<file path="config.mk">
export PLATFORM = sky130hd
export DESIGN_NAME = exu_top
export DESIGN_NICKNAME = d
export VERILOG_FILES = /design/src/verilog/exu_op_pkg.sv /design/src/verilog/exu_bus_pkg.sv /design/src/verilog/exu_issue.sv /design/src/verilog/exu_alu.sv /design/src/verilog/exu_mul.sv /design/src/verilog/exu_wb_arb.sv /design/src/verilog/exu_top.sv
export VERILOG_INCLUDE_DIRS = /design/src /design/src/verilog
export SDC_FILE = /design/constraint.sdc
export NUM_CORES = 1
export LEC_CHECK = 0
export ABC_CLOCK_PERIOD_IN_PS = 11000
export CAP_MARGIN = 15
export CORE_UTILIZATION = 55
export DETAILED_ROUTE_END_ITERATION = 8
export DONT_BUFFER_PORTS = 1
export PLACE_DENSITY = 0.81
export SLEW_MARGIN = 40
export SYNTH_ARGS = -nofsm -noshare
export SYNTH_HDL_FRONTEND = slang
export SYNTH_SLANG_ARGS = --single-unit
</file>
<file path="constraint.sdc">
create_clock -name clk -period 11 [get_ports clk]
set_input_delay 1.1 -clock clk [delete_from_list [all_inputs] [get_ports clk]]
set_output_delay 1.1 -clock clk [all_outputs]
set_load 0.02 [all_outputs]
</file>
<file path="src/verilog/exu_config.svh">
`ifndef EXU_CONFIG_SVH
`define EXU_CONFIG_SVH

// data width, also used for pc and jump targets
`define EXU_XLEN 32

// register index width
`define EXU_REG_ADDR_W 5

// one shift-add step per multiplier bit
`define EXU_MUL_STEPS `EXU_XLEN

`endif

</file>
<file path="src/verilog/exu_op_pkg.sv">
package exu_op_pkg;

    // decoded operation, one code per supported instruction
    typedef enum logic [4:0] {
        OP_ADD,
        OP_SUB,
        OP_AND,
        OP_OR,
        OP_XOR,
        OP_SLL,
        OP_SRL,
        OP_SRA,
        OP_SLT,
        OP_SLTU,
        OP_BEQ,
        OP_BNE,
        OP_BLT,
        OP_BGE,
        OP_JAL,
        OP_MUL,     // low word
        OP_MULHU    // high word, unsigned
    } exu_op_e;

    // which execution unit owns an op
    typedef enum logic {
        UNIT_ALU,
        UNIT_MUL
    } exu_unit_e;

    typedef enum logic [1:0] {
        ST_IDLE,
        ST_RUN,
        ST_DONE
    } mul_state_e;

endpackage

</file>
<file path="src/verilog/exu_bus_pkg.sv">
`include "exu_config.svh"

package exu_bus_pkg;

    // decoded instruction as handed to the execute stage
    typedef struct packed {
        exu_op_pkg::exu_op_e         op;
        logic [`EXU_XLEN-1:0]        rs1;
        logic [`EXU_XLEN-1:0]        rs2;
        logic [`EXU_XLEN-1:0]        imm;
        logic [`EXU_XLEN-1:0]        pc;
        logic [`EXU_REG_ADDR_W-1:0]  rd;
        logic                        use_imm;   // operand two from imm, not rs2
    } exu_issue_t;

    // one retired instruction
    typedef struct packed {
        logic [`EXU_REG_ADDR_W-1:0]  rd;
        logic                        we;
        logic [`EXU_XLEN-1:0]        data;
        logic                        jump;
        logic [`EXU_XLEN-1:0]        jump_addr;
    } exu_wb_t;

endpackage

</file>
<file path="src/verilog/exu_issue.sv">
`timescale 1ns/1ps

module exu_issue (
    input  logic                    clk,
    input  logic                    rst_n_i,
    input  logic                    issue_valid_i,
    output logic                    issue_ready_o,
    input  exu_bus_pkg::exu_issue_t issue_i,
    input  logic                    alu_pending_i,
    output logic                    alu_valid_o,
    input  logic                    alu_ready_i,
    output logic                    mul_valid_o,
    input  logic                    mul_ready_i,
    output exu_bus_pkg::exu_issue_t req_o
);
    import exu_op_pkg::*;
    import exu_bus_pkg::*;

    logic       q_valid;
    exu_issue_t q_rec;
    exu_unit_e  q_unit;
    logic       drain;

    always_comb begin
        case (q_rec.op)
            OP_MUL, OP_MULHU: q_unit = UNIT_MUL;
            default:          q_unit = UNIT_ALU;
        endcase
    end

    // mul_ready_i low means the multiplier still runs or holds its result
    assign alu_valid_o = q_valid && (q_unit == UNIT_ALU) && mul_ready_i;
    // no multiply until every older alu result has left the alu path
    assign mul_valid_o = q_valid && (q_unit == UNIT_MUL) && !alu_pending_i;

    assign drain         = (alu_valid_o && alu_ready_i) || (mul_valid_o && mul_ready_i);
    assign issue_ready_o = !q_valid || drain;
    assign req_o         = q_rec;

    always_ff @(posedge clk) begin
        if (!rst_n_i) begin
            q_valid <= 1'b0;
        end else if (issue_ready_o) begin
            q_valid <= issue_valid_i;
        end
    end

    always_ff @(posedge clk) begin
        if (issue_valid_i && issue_ready_o) begin
            q_rec <= issue_i;
        end
    end

endmodule

</file>
<file path="src/verilog/exu_alu.sv">
`timescale 1ns/1ps
`include "exu_config.svh"

module exu_alu (
    input  logic                    clk,
    input  logic                    rst_n_i,
    input  logic                    req_valid_i,
    output logic                    req_ready_o,
    input  exu_bus_pkg::exu_issue_t req_i,
    output logic                    res_valid_o,
    input  logic                    res_ready_i,
    output exu_bus_pkg::exu_wb_t    res_o
);
    import exu_op_pkg::*;
    import exu_bus_pkg::*;

    localparam int XW  = `EXU_XLEN;
    localparam int SHW = $clog2(`EXU_XLEN);

    logic [XW-1:0]  op2;
    logic [SHW-1:0] shamt;
    logic           lt_s;
    logic           lt_u;
    logic           eq;
    exu_wb_t        res_d;
    exu_wb_t        res_q;
    logic           res_valid_q;

    assign op2   = req_i.use_imm ? req_i.imm : req_i.rs2;
    assign shamt = op2[SHW-1:0];
    assign lt_s  = $signed(req_i.rs1) < $signed(op2);
    assign lt_u  = req_i.rs1 < op2;
    assign eq    = req_i.rs1 == req_i.rs2;   // branches always compare rs2

    always_comb begin
        logic br_lt;

        br_lt           = $signed(req_i.rs1) < $signed(req_i.rs2);
        res_d.rd        = req_i.rd;
        res_d.we        = 1'b1;
        res_d.data      = '0;
        res_d.jump      = 1'b0;
        res_d.jump_addr = '0;
        case (req_i.op)
            OP_ADD:  res_d.data = req_i.rs1 + op2;
            OP_SUB:  res_d.data = req_i.rs1 - op2;
            OP_AND:  res_d.data = req_i.rs1 & op2;
            OP_OR:   res_d.data = req_i.rs1 | op2;
            OP_XOR:  res_d.data = req_i.rs1 ^ op2;
            OP_SLL:  res_d.data = req_i.rs1 << shamt;
            OP_SRL:  res_d.data = req_i.rs1 >> shamt;
            OP_SRA:  res_d.data = $signed(req_i.rs1) >>> shamt;
            OP_SLT:  res_d.data = XW'(lt_s);
            OP_SLTU: res_d.data = XW'(lt_u);
            OP_BEQ, OP_BNE, OP_BLT, OP_BGE: begin
                res_d.we        = 1'b0;     // branches never write a register
                res_d.jump_addr = req_i.pc + req_i.imm;
                case (req_i.op)
                    OP_BEQ:  res_d.jump = eq;
                    OP_BNE:  res_d.jump = !eq;
                    OP_BLT:  res_d.jump = br_lt;
                    default: res_d.jump = !br_lt;
                endcase
            end
            OP_JAL: begin
                res_d.we        = req_i.rd != '0;
                res_d.data      = req_i.pc + XW'(4);   // link value
                res_d.jump      = 1'b1;
                res_d.jump_addr = req_i.pc + req_i.imm;
            end
            default: res_d.we = 1'b0;   // multiply ops are never routed here
        endcase
    end

    // output register moves when empty or drained this cycle
    assign req_ready_o = !res_valid_q || res_ready_i;
    assign res_valid_o = res_valid_q;
    assign res_o       = res_q;

    always_ff @(posedge clk) begin
        if (!rst_n_i) begin
            res_valid_q <= 1'b0;
        end else if (req_ready_o) begin
            res_valid_q <= req_valid_i;
        end
    end

    always_ff @(posedge clk) begin
        if (req_valid_i && req_ready_o) begin
            res_q <= res_d;
        end
    end

endmodule

</file>
<file path="src/verilog/exu_mul.sv">
`timescale 1ns/1ps
`include "exu_config.svh"

module exu_mul (
    input  logic                    clk,
    input  logic                    rst_n_i,
    input  logic                    req_valid_i,
    output logic                    req_ready_o,
    input  exu_bus_pkg::exu_issue_t req_i,
    output logic                    res_valid_o,
    input  logic                    res_ready_i,
    output exu_bus_pkg::exu_wb_t    res_o
);
    import exu_op_pkg::*;

    localparam int XW    = `EXU_XLEN;
    localparam int CNT_W = $clog2(`EXU_MUL_STEPS);

    mul_state_e                  state_q;
    mul_state_e                  state_d;
    logic [CNT_W-1:0]            cnt_q;
    logic                        last_step;
    logic [2*XW-1:0]             acc_q;      // running product
    logic [2*XW-1:0]             mcand_q;    // shifts left each step
    logic [XW-1:0]               mplier_q;   // shifts right each step
    logic                        hi_q;       // mulhu returns the upper word
    logic [`EXU_REG_ADDR_W-1:0]  rd_q;

    assign last_step = cnt_q == CNT_W'(`EXU_MUL_STEPS - 1);

    always_comb begin
        state_d = state_q;
        case (state_q)
            ST_IDLE: if (req_valid_i) state_d = ST_RUN;
            ST_RUN:  if (last_step) state_d = ST_DONE;
            ST_DONE: if (res_ready_i) state_d = ST_IDLE;
            default: state_d = ST_IDLE;
        endcase
    end

    always_ff @(posedge clk) begin
        if (!rst_n_i) begin
            state_q <= ST_IDLE;
            cnt_q   <= '0;
        end else begin
            state_q <= state_d;
            if (state_q == ST_RUN) begin
                cnt_q <= cnt_q + 1'b1;
            end else begin
                cnt_q <= '0;
            end
        end
    end

    always_ff @(posedge clk) begin
        if (state_q == ST_IDLE && req_valid_i) begin
            acc_q    <= '0;
            mcand_q  <= {{XW{1'b0}}, req_i.rs1};
            mplier_q <= req_i.rs2;
            hi_q     <= req_i.op == OP_MULHU;
            rd_q     <= req_i.rd;
        end else if (state_q == ST_RUN) begin
            if (mplier_q[0]) begin
                acc_q <= acc_q + mcand_q;
            end
            mcand_q  <= mcand_q << 1;
            mplier_q <= mplier_q >> 1;
        end
    end

    assign req_ready_o     = state_q == ST_IDLE;
    assign res_valid_o     = state_q == ST_DONE;
    assign res_o.rd        = rd_q;
    assign res_o.we        = 1'b1;
    assign res_o.data      = hi_q ? acc_q[2*XW-1:XW] : acc_q[XW-1:0];
    assign res_o.jump      = 1'b0;
    assign res_o.jump_addr = '0;

endmodule

</file>
<file path="src/verilog/exu_wb_arb.sv">
`timescale 1ns/1ps

module exu_wb_arb (
    input  logic                 clk,
    input  logic                 rst_n_i,
    input  logic                 alu_valid_i,
    output logic                 alu_ready_o,
    input  exu_bus_pkg::exu_wb_t alu_i,
    input  logic                 mul_valid_i,
    output logic                 mul_ready_o,
    input  exu_bus_pkg::exu_wb_t mul_i,
    output logic                 alu_pending_o,
    output logic                 wb_valid_o,
    input  logic                 wb_ready_i,
    output exu_bus_pkg::exu_wb_t wb_o
);
    import exu_op_pkg::*;
    import exu_bus_pkg::*;

    logic      wb_valid_q;
    exu_wb_t   wb_q;
    exu_unit_e src_q;   // unit that produced the held record
    logic      free;
    logic      load;

    // refill in the same cycle the held record leaves
    assign free = !wb_valid_q || wb_ready_i;
    // issue ordering keeps the two units from offering at once
    assign load = free && (alu_valid_i || mul_valid_i);

    assign alu_ready_o   = free;
    assign mul_ready_o   = free;
    assign alu_pending_o = (wb_valid_q && src_q == UNIT_ALU) || alu_valid_i;
    assign wb_valid_o    = wb_valid_q;
    assign wb_o          = wb_q;

    always_ff @(posedge clk) begin
        if (!rst_n_i) begin
            wb_valid_q <= 1'b0;
            src_q      <= UNIT_ALU;
        end else if (free) begin
            wb_valid_q <= alu_valid_i || mul_valid_i;
            if (load) begin
                src_q <= alu_valid_i ? UNIT_ALU : UNIT_MUL;
            end
        end
    end

    always_ff @(posedge clk) begin
        if (load) begin
            wb_q <= alu_valid_i ? alu_i : mul_i;
        end
    end

endmodule

</file>
<file path="src/verilog/exu_top.sv">
`timescale 1ns/1ps

module exu_top (
    input  logic                    clk,
    input  logic                    rst_n_i,
    input  logic                    issue_valid_i,
    output logic                    issue_ready_o,
    input  exu_bus_pkg::exu_issue_t issue_i,
    output logic                    wb_valid_o,
    input  logic                    wb_ready_i,
    output exu_bus_pkg::exu_wb_t    wb_o
);
    import exu_bus_pkg::*;

    exu_issue_t req;            // shared request record, valids pick the unit
    logic       alu_req_valid;
    logic       alu_req_ready;
    logic       mul_req_valid;
    logic       mul_req_ready;
    exu_wb_t    alu_res;
    logic       alu_res_valid;
    logic       alu_res_ready;
    exu_wb_t    mul_res;
    logic       mul_res_valid;
    logic       mul_res_ready;
    logic       alu_pending;

    exu_issue u_issue (
        .clk          (clk),
        .rst_n_i      (rst_n_i),
        .issue_valid_i(issue_valid_i),
        .issue_ready_o(issue_ready_o),
        .issue_i      (issue_i),
        .alu_pending_i(alu_pending),
        .alu_valid_o  (alu_req_valid),
        .alu_ready_i  (alu_req_ready),
        .mul_valid_o  (mul_req_valid),
        .mul_ready_i  (mul_req_ready),
        .req_o        (req)
    );

    exu_alu u_alu (
        .clk        (clk),
        .rst_n_i    (rst_n_i),
        .req_valid_i(alu_req_valid),
        .req_ready_o(alu_req_ready),
        .req_i      (req),
        .res_valid_o(alu_res_valid),
        .res_ready_i(alu_res_ready),
        .res_o      (alu_res)
    );

    exu_mul u_mul (
        .clk        (clk),
        .rst_n_i    (rst_n_i),
        .req_valid_i(mul_req_valid),
        .req_ready_o(mul_req_ready),
        .req_i      (req),
        .res_valid_o(mul_res_valid),
        .res_ready_i(mul_res_ready),
        .res_o      (mul_res)
    );

    exu_wb_arb u_wb_arb (
        .clk          (clk),
        .rst_n_i      (rst_n_i),
        .alu_valid_i  (alu_res_valid),
        .alu_ready_o  (alu_res_ready),
        .alu_i        (alu_res),
        .mul_valid_i  (mul_res_valid),
        .mul_ready_o  (mul_res_ready),
        .mul_i        (mul_res),
        .alu_pending_o(alu_pending),
        .wb_valid_o   (wb_valid_o),
        .wb_ready_i   (wb_ready_i),
        .wb_o         (wb_o)
    );

endmodule

</file>
# Yosys cells after proc, flatten, opt, wreduce, memory -nomap -nowiden
# Index checks and enable logic that the tools add are counted.
[classes]
reduce_logical = 32
bitwise = 5
addsub = 6
n_mux = 17
n_lt_le_gt_ge = 3
eq_ne = 23
shifts = 3
[ops]
columns = ["cell", "count"]
rows = [
  ["case mux 32 bit (11 select lines)", 1],
  ["2-to-1 mux 32 bit", 6],
  ["less-than comparator 32 bit", 3],
  ["2-to-1 mux 71 bit", 1],
  ["case mux 33 bit (2 select lines)", 1],
  ["adder 32 bit", 2],
  ["adder 64 bit", 1],
  ["equality test 5 x 4 -> 1 bit, second input constant", 8],
  ["adder 32 x 3 -> 32 bit, second input constant", 1],
  ["AND 32 bit", 1],
  ["equality test 32 bit", 1],
  ["bitwise OR 32 bit", 1],
  ["<< shifter 32 x 5 -> 32 bit", 1],
  ["right shift 32 x 5 -> 32 bit", 1],
  [">>> shifter 32 x 5 -> 32 bit", 1],
  ["subtractor 32 bit", 1],
  ["XOR 32 bit", 1],
  ["equality test 5 x 3 -> 1 bit, second input constant", 4],
  ["equality test 5 x 2 -> 1 bit, second input constant", 2],
  ["equality test 5 bit, second input constant", 2],
  ["OR reduction 10 bit", 1],
  ["logical AND 1 bit", 9],
  ["logical NOT 1 bit", 6],
  ["logical OR 1 bit", 6],
  ["other kinds (20)", 27],
]
[totals]
regBits = 458
inputBits = 143
output_inout_bits = 73

# Depth between registers and ports, before layout
# Gate-level depths: netlist (run 1).
[depth]
word_depth = 10
ltp_mapped = 19
depth_no_buf = 14

# Modules after synthesis
# From an unflattened synthesis (run 1), not the netlist that was laid out.
[hier_totals]
hier_cells = 3606
hier_area_um2 = 32931.6
[by_module_without_submodules]
columns = ["module", "cells_per_inst", "area_per_inst_um2", "seq_area_each_um2", "n_inst"]
rows = [
  ["exu_alu", 1972, 14647.8, 2152.1, 1],
  ["exu_mul", 1320, 10707.8, 4164.0, 1],
  ["exu_issue", 152, 4296.6, 4194.0, 1],
  ["exu_wb_arb", 162, 3279.4, 2172.1, 1],
]

# Worst setup path after synthesis (run 1)
# No wires, ideal clock.
[synth_timing]
kind = "reg-to-reg"
start = "reg u_issue.q_rec, in the netlist u_issue.req_o[136]"
end = "reg u_issue.q_rec, in the netlist u_issue.req_o[0], enable pin"
setup_ns = 0.514
setup_slack_ns = 5.192
n_path_buf = 1
arrival_ns = 5.293
path_stages_with_launch = 8
path_cell_list = "edfxtp_1 > or2_2 > nor4_2 > a21oi_1 > a2111oi_4 > clkbuf_1 > nand3b_1 > and2_1"
[synth_between]
elab_chain_len = 10
[synth_rtl]
columns = ["element", "line_no", "text"]
rows = [
  ["start: declaration", "exu_issue.sv:20", "exu_issue_t q_rec;"],
  ["start signal: assignment", "exu_issue.sv:50", "q_rec <= issue_i;"],
  ["equality test 5 x 4 -> 1 bit / equality test 5 bit (equally long branches)", "exu_issue.sv:25", "case (q_rec.op)"],
  ["OR reduction 2 bit *", "exu_issue.sv:25", ""],
  ["2-to-1 mux 1 bit *", "exu_issue.sv:25", ""],
  ["NOT 1 bit", "exu_issue.sv:32", "assign alu_valid_o = q_valid && (q_unit == UNIT_ALU) && mul_ready_i;"],
  ["logical AND 1 bit (2 in a row)", "exu_issue.sv:32", ""],
  ["logical AND 1 bit", "exu_issue.sv:36", "assign drain = (alu_valid_o && alu_ready_i) || (mul_valid_o && mul_ready_i);"],
  ["logical OR 1 bit *", "exu_issue.sv:36", ""],
  ["logical OR 1 bit *", "exu_issue.sv:37", "assign issue_ready_o = !q_valid || drain;"],
  ["via issue_ready_o", "exu_top.sv:7", "output logic issue_ready_o,"],
  ["logical AND 1 bit *", "exu_issue.sv:49", "if (issue_valid_i && issue_ready_o) begin"],
]
# The timed path passes the listed nets; every way through them passes the cells marked *.
# A chain may end at the register's enable or synchronous reset.

==> results of run 1 <==
path summary, 6_finish.rpt:
check | to | cells after the start | from
worst min-delay path | u_mul.cnt_q[0] | 1 | u_mul.cnt_q[0]
worst max register to register | u_alu.res_o[64] | 16 | u_issue.req_o[0]
worst max-delay path | u_alu.res_o[64] | 16 | u_issue.req_o[0]
worst min register to register | u_mul.cnt_q[0] | 1 | u_mul.cnt_q[0]
layer usage:
metal  routed length [µm]  up-vias  track usage [%]  part of all wire (%)
met5                   10        -                0                0.0095
met4                 4970        2             15.9                   4.7
met3                10600      259             7.35                    10
met2                44600     1584             51.4                    43
met1                44500    12941             49.3                    43
li1                     -    12420                -                     -
power breakdown:
group | switching (mW) | internal [mW]
combinational | 0.764 | 0.416
sequential | 0.125 | 1.99
clock | 0.735 | 0.993
stage by stage:
| step | power [mW] | cell area [µm²] |
|---|---|---|
| final | 5.02 | 33900 |
| after floorplan | 2.94 | 31600 |
| after CTS | 5.00 | 33900 |
| after global routing | 5.20 | 33900 |
| after detailed placement | 3.28 | 32200 |
| after global placement | 3.26 | 32100 |
worst max-delay path, cell delays in order, from the launching register on:
cell	delay [ns]
edfxtp_1	0.32
buf_4	0.53
nand2_1	0.11
o21a_2	0.16
inv_2	0.05
buf_4	0.63
ha_1	0.30
a21oi_1	0.05
o21ba_2	0.21
o31ai_2	0.30
nand3_1	0.25
a211oi_1	0.51
o21a_1	0.37
a41oi_1	0.22
a221oi_1	0.41
mux2i_1	0.23
o21ai_1	0.08
cells in the mapped netlist, types with 10 or more instances:
cell / n / share of area, %
a211oi_1: 57 / 1.4
a21boi_0: 12 / 0.29
a21o_1: 102 / 2.4
a21oi_1: 343 / 5.4
a221oi_1: 28 / 0.78
a22oi_1: 15 / 0.36
a31oi_1: 28 / 0.55
and2_1: 50 / 0.99
and3_1: 27 / 0.53
buf_1: 22 / 0.26
buf_2: 33 / 0.52
clkbuf_1: 135 / 1.6
dfxtp_1: 107 / 6.8
edfxtp_1: 351 / 33
ha_1: 237 / 9.4
inv_1: 160 / 1.9
mux2_2: 70 / 2.5
mux2i_1: 93 / 2.9
nand2_1: 437 / 5.2
nand2b_1: 24 / 0.48
nand3_1: 69 / 1.1
nand4_1: 33 / 0.65
nor2_1: 243 / 2.9
nor2b_1: 24 / 0.48
nor3_1: 56 / 0.89
o2111ai_1: 10 / 0.28
o211ai_1: 32 / 0.76
o21a_1: 44 / 1.0
o21ai_0: 210 / 3.3
o21ai_1: 15 / 0.24
o21bai_1: 28 / 0.67
o221ai_1: 12 / 0.33
o22ai_1: 24 / 0.48
o31ai_1: 11 / 0.26
or3_1: 17 / 0.34
xnor2_1: 84 / 2.3
xor2_1: 55 / 1.5
cells by family after synthesis:
kind of cell / Yosys count / share of synthesized area [%]
AOI/OAI and AO/OA: 1059 / 21.4
and+or+nand+nor: 1023 / 14.6
DFF: 458 / 40.1
buffers and inverters: 358 / 4.45
adders and majority gates: 241 / 9.64
muxes: 170 / 5.94
xor gates and xnor gates: 139 / 3.85
registers in the layout, summed over array words and instances, names as in the netlist:
name and cells:
u_issue.req_o 139, u_alu.res_o 71, u_wb_arb.wb_o 71, u_mul.acc_q 64, u_mul.mcand_q 64, u_mul.mplier_q 32, u_mul.cnt_q 5, u_mul.rd_q 5
u_mul.state_q 2, u_alu.res_valid_o 1, u_issue.q_valid 1, u_mul.hi_q 1, u_wb_arb.src_q 1, u_wb_arb.wb_valid_o 1
cell usage in the layout (no fill, tap or decap), types with 32 or more instances in the layout:
cell       synthesis  routed
o21ai_0          210     210
a21o_1           102     102
nor2_1           243     242
dfxtp_1          107     106
xnor2_1           84      84
a21oi_1          343     343
nand3_1           69      69
nand2_1          437     436
buf_4              2      38
xor2_1            55      55
nor3_1            56      54
edfxtp_1         351     351
o21a_1            44      43
o211ai_1          32      32
mux2i_1           93      91
inv_1            160     158
a211oi_1          57      57
ha_1             237     237
and2_1            50      49
clkbuf_16          0      51
nand4_1           33      33
mux2_2            70      70
layout make-up:
cell class / count / area [µm²] / share of cell area, %
inverters: 164 / 616 / 1.82
diodes: 1 / 2.50 / 0.00739
clock buffers: 55 / 1290 / 3.81
clock inverters: 38 / 380 / 1.12
multi-input cells: 2632 / 17600 / 51.9
well taps: 756 / 946 / 2.79
flip-flops and latches: 458 / 12700 / 37.4
repair buffers: 44 / 387 / 1.14
==> results.toml, run 1 <==
[clock_tree]
cts_max_level = 2
cts_tree = "done"
clock_path_buffers = 3
root_buffer = "clkbuf_16"
cts_made_buffers = 50
postCtsSetupRepairBufs = 0
cts.sinks = 458
postCtsHoldBufs = 0
insertion_delay_ns = 0.62
clkTransAtPathRegs_ns = 0.07
cts_resized = 0

[final_layout]
nFillCells = 4854
final_cells = 4148
final_util_pct = 59.8
final_nets = 3734
area_growth_syn_to_layout_pct = 7.21
final_layout_size_suffix_gt1_share_pct = 7.40

[worst_setup_path]
setup.worst_path.start_class = "register"
crit_type = "register to register"
end_kind = "register"
worstPathMaxFanout = 62
rrSetupSlack_ns = 5.99
worstPathRequired_ns = 11.33
arrival_ns = 5.34

[synth]
synth_edf_count = 351
synth_nets = 3832
synth_cells = 3448
avgSynthCellArea_um2 = 9.16
ys_seq_elements = 458
synthArstFlopShare_pct = 0
ys_warn_count = 0
synth.distinct_cells = 93
synth_ff_type = "edfxtp_1"
synth_area_um2 = 31600
yosysSeqAreaShare_pct = 40.1

[timing]
finalSetupViolCount = 0
slew_headroom_pct = 44.6
hold_viol_final = 0
slew_violations = 0
min_period_ns = 5.01
setup_slack_ns = 5.99
fin_skew_ns = 0.0364
fin_crit_sh_pct = 45.5
worst_slew_pin_slew_ns = 0.822
fin_tns_setup_ns = 0
rsz0062_at_grt = "false"
max_freq_ghz = 0.200
timing.hold.ws_ns = 0.445

[global_routing]
grt-ovfl-total = 0
grt.total_usage_pct = 35.0
grt_pass1_wl_um = 157000
grt_pass1_vias = 25260
antenna_found_initial = 2
grt_max_degree = 145

[detailed_routing]
num_vias = 27206
wirelength_um = 105000
viasPerCell = 6.56
wire_per_inst_um = 25.2
firstDrtPassIters = 6
drt_iter0_markers = 3215
postRouteAntennaNets = 0
drc = 0

[outcome]
outcome = "finished clean"

[placed_design]
post-dp-hpwl_um = 76800
io_buffer_count = 0
dpl_worst_slack_ns = 6.12
gp_congestion = 1.07
placedCellCount = 4054

[die]
die_w_um = 242
die_h_um = 242
die_area_um2 = 58400
ios = 216
start_util_pct = 55.8
core_um2 = 56600
rows = 87

[power_and_ir_drop]
vdd_drop_max_v = 0.000169
p_per_area_nw_per_um2 = 148
p_leak_nw = 13.4

[job]
maxCapViolCount = 0

[min_path]
hold_path.class = "register to register"
Power figures use the tool's default switching activity.
==> run 2, diff against run 1 <==
--- a/config.mk
+++ b/config.mk
@@ -6,7 +6,8 @@
 export SDC_FILE = /design/constraint.sdc
 export NUM_CORES = 1
 export LEC_CHECK = 0
-export ABC_CLOCK_PERIOD_IN_PS = 11000
+export ABC_AREA = 1
+export ABC_CLOCK_PERIOD_IN_PS = 5100
 export CAP_MARGIN = 15
 export CORE_UTILIZATION = 55
 export DETAILED_ROUTE_END_ITERATION = 8
==> constraint.sdc (replaced) <==
create_clock -name clk -period 5.1 [get_ports clk]
set_input_delay 0.51 -clock clk [delete_from_list [all_inputs] [get_ports clk]]
set_output_delay 0.51 -clock clk [all_outputs]
set_load 0.02 [all_outputs]
==> results.toml, run 2 <==
[outcome]
outcome = "finished clean"

[final_layout]
area_growth_syn_to_layout_pct = 11.1
largest_reg_flops = 139
nFillCells = 5704
mostFrequentLayoutCells = "1457 x nand2_1, 699 x inv_1, 519 x nand3_1, 448 x nor2_1, 351 x edfxtp_1"
layout_commonest_cell = "nand2_1"
final_nets = 5546
final_layout_size_suffix_gt1_share_pct = 4.32

[detailed_routing]
wire_per_inst_um = 26.3
drc = 0
drt_iter0_markers = 5223
num_vias = 37672
postRouteAntennaNets = 0
viasPerCell = 6.22
firstDrtPassIters = 6
wirelength_um = 159000

[global_routing]
antenna_found_initial = 8
grt.total_usage_pct = 48.4
grt_pass1_wl_um = 228000
grt_pass1_vias = 35480
grt-ovfl-total = 0
grt_max_degree = 87

[timing]
max_freq_ghz = 0.246
worst_slew_pin_slew_ns = 0.947
fin_crit_sh_pct = 79.8
slew_violations = 0
slew_headroom_pct = 35.2
finalSetupViolCount = 0
timing.hold.ws_ns = 0.0486
rsz0062_at_grt = "false"
fin_skew_ns = 0.0349
hold_viol_final = 0
min_period_ns = 4.07
fin_tns_setup_ns = 0

[worst_setup_path]
worstPathRequired_ns = 5.49
crit_path_max_incr_delay_ns = 0.55
worstPathMaxFanout = 24
path_common_cell = "nand3_1"
end_kind = "register"
setup.worst_path.start_class = "register"
slowest_stage = "nor3_1"
crit_chain = "buf_4 > buf_4 > o21ai_0 > ha_1 > inv_1 > nor3_1 > nand3_1 > nand3_1 > nand3_1 > a21oi_1 > nor2_1 > nor2_1 > nand2_1"
crit_type = "register to register"
arrival_ns = 4.46

[clock_tree]
cts_tree = "done"
cts_made_buffers = 51
root_buffer = "clkbuf_16"
clock_path_buffers = 3
insertion_delay_ns = 0.64
cts_max_level = 2
cts.sinks = 458
clkTransAtPathRegs_ns = 0.07

[power_and_ir_drop]
p_per_area_nw_per_um2 = 331
power.switching_mw = 5.05
switching_share_pct = 39.1
power.internal_mw = 7.87
combPwrFrac_pct = 31.5
pwr-share-seq_pct = 37.9
vdd_drop_max_v = 0.000391
p_leak_nw = 18.8
power_frac_clock_pct = 30.6

[synth]
synth_top_area_share_pct = 30.0
avgSynthCellArea_um2 = 6.92
synth.distinct_cells = 57
ys_seq_elements = 458
synthArstFlopShare_pct = 0
synth_cells = 5082
synth.most_common_cell = "nand2_1"
synth_top_cells_by_count = "1458 x nand2_1, 700 x inv_1, 520 x nand3_1"
synth_top_cell_by_area = "edfxtp_1"
yosysSeqAreaShare_pct = 36.1
synth_area_um2 = 35200
synthTopCellsByArea = "edfxtp_1 30%, nand2_1 16%, ha_1 8.4%, inv_1 7.5%, nand3_1 7.4%"
synth_ff_type = "edfxtp_1"
synth_edf_count = 351
ys_warn_count = 0
synth_nets = 5466

[die]
ios = 216
rows = 92
start_util_pct = 55.7
die_area_um2 = 64900
die_w_um = 255
core_um2 = 63100
die_h_um = 255

[placed_design]
io_buffer_count = 0
post-dp-hpwl_um = 123000
gp_congestion = 1.09

[min_path]
hold_path.class = "input pin to register"

[job]
maxCapViolCount = 0
==> run 2: power groups by stage <==
stage / combinational [mW] / clock, mW / sequential, mW
4_1_cts: 3.87 / 3.90 / 4.85
6_report: 4.07 / 3.95 / 4.90
3_3_place_gp: 3.70 / 0 / 4.92
3_5_place_dp: 3.75 / 0 / 4.92
5_1_grt: 4.39 / 4.05 / 4.89
2_1_floorplan: 2.64 / 0 / 4.70
==> run 2: critical path, delay by kind of cell, from the launching register on <==
family / cells / cell delay (ns)
compound gates: 2 / 0.48
buf+inv: 3 / 0.87
simple gates: 7 / 1.54
flops: 1 / 0.41
fa+ha+maj: 1 / 0.50
==> run 2: final cells by class <==
class / count / area [µm²] / share of cell area (%)
Antenna cell: 3 / 7.51 / 0.0192
Clock buffer: 61 / 1320 / 3.39
Clock inverter: 34 / 395 / 1.01
Inverter: 716 / 2700 / 6.91
Multi-Input combinational cell: 3752 / 19100 / 48.9
Sequential cell: 458 / 12700 / 32.5
Tap cell: 846 / 1060 / 2.71
Timing Repair Buffer: 183 / 1780 / 4.56
==> run 2: worst paths after layout <==
kind	endpoint	slack [ns]	depth (start not counted)	from
max	u_alu.res_o[60]	1.03	13	u_issue.req_o[0]
max reg2reg	u_alu.res_o[60]	1.03	13	u_issue.req_o[0]
min reg2reg	u_mul.cnt_q[0]	0.46	1	u_mul.cnt_q[0]
min	u_wb_arb.wb_valid_o	0.05	2	rst_n_i
==> run 2: logic make-up (layout without fill, tap and decap cells) <==
kind of cell / count (synthesis) / count (layout) / share of synthesized area [%]
xor+xnor: 33 / 33 / 0.822
flops: 458 / 458 / 36.1
fa+ha+maj: 241 / 241 / 8.66
other cells: 0 / 3 / 0
buf+inv: 872 / 994 / 9.78
compound gates: 841 / 841 / 13.2
simple gates: 2637 / 2637 / 31.5
==> run 2: repair_timing <==
item                                   4_1_cts  5_1_grt
hold buffers                               140        0
endpoints found under the hold margin      140        0
buffers inserted                             0        0
resized for setup                            0        0
==> run 2: stage by stage <==
step	setup WS (ns)	power [mW]	cell area [µm²]	std cells	util (%)
2_1_floorplan	0.491	7.35	35200	5082	-
3_3_place_gp	1.41	8.62	35900	5813	56.9
3_5_place_dp	1.40	8.68	35900	5815	56.9
4_1_cts	1.29	12.6	39000	6050	61.9
5_1_grt	1.02	13.3	39000	6051	61.9
6_report	1.03	12.9	39100	6053	61.9
==> run 2: per-layer routing <==
layer | share of wire [%] | GRT usage (%) | up-vias | wire length [µm]
li1 | - | - | 16899 | -
met1 | 35 | 55.7 | 17393 | 55300
met2 | 44 | 75.8 | 2681 | 70200
met3 | 11 | 11.8 | 691 | 17700
met4 | 10 | 41.1 | 8 | 16100
met5 | 0.035 | 0 | - | 55
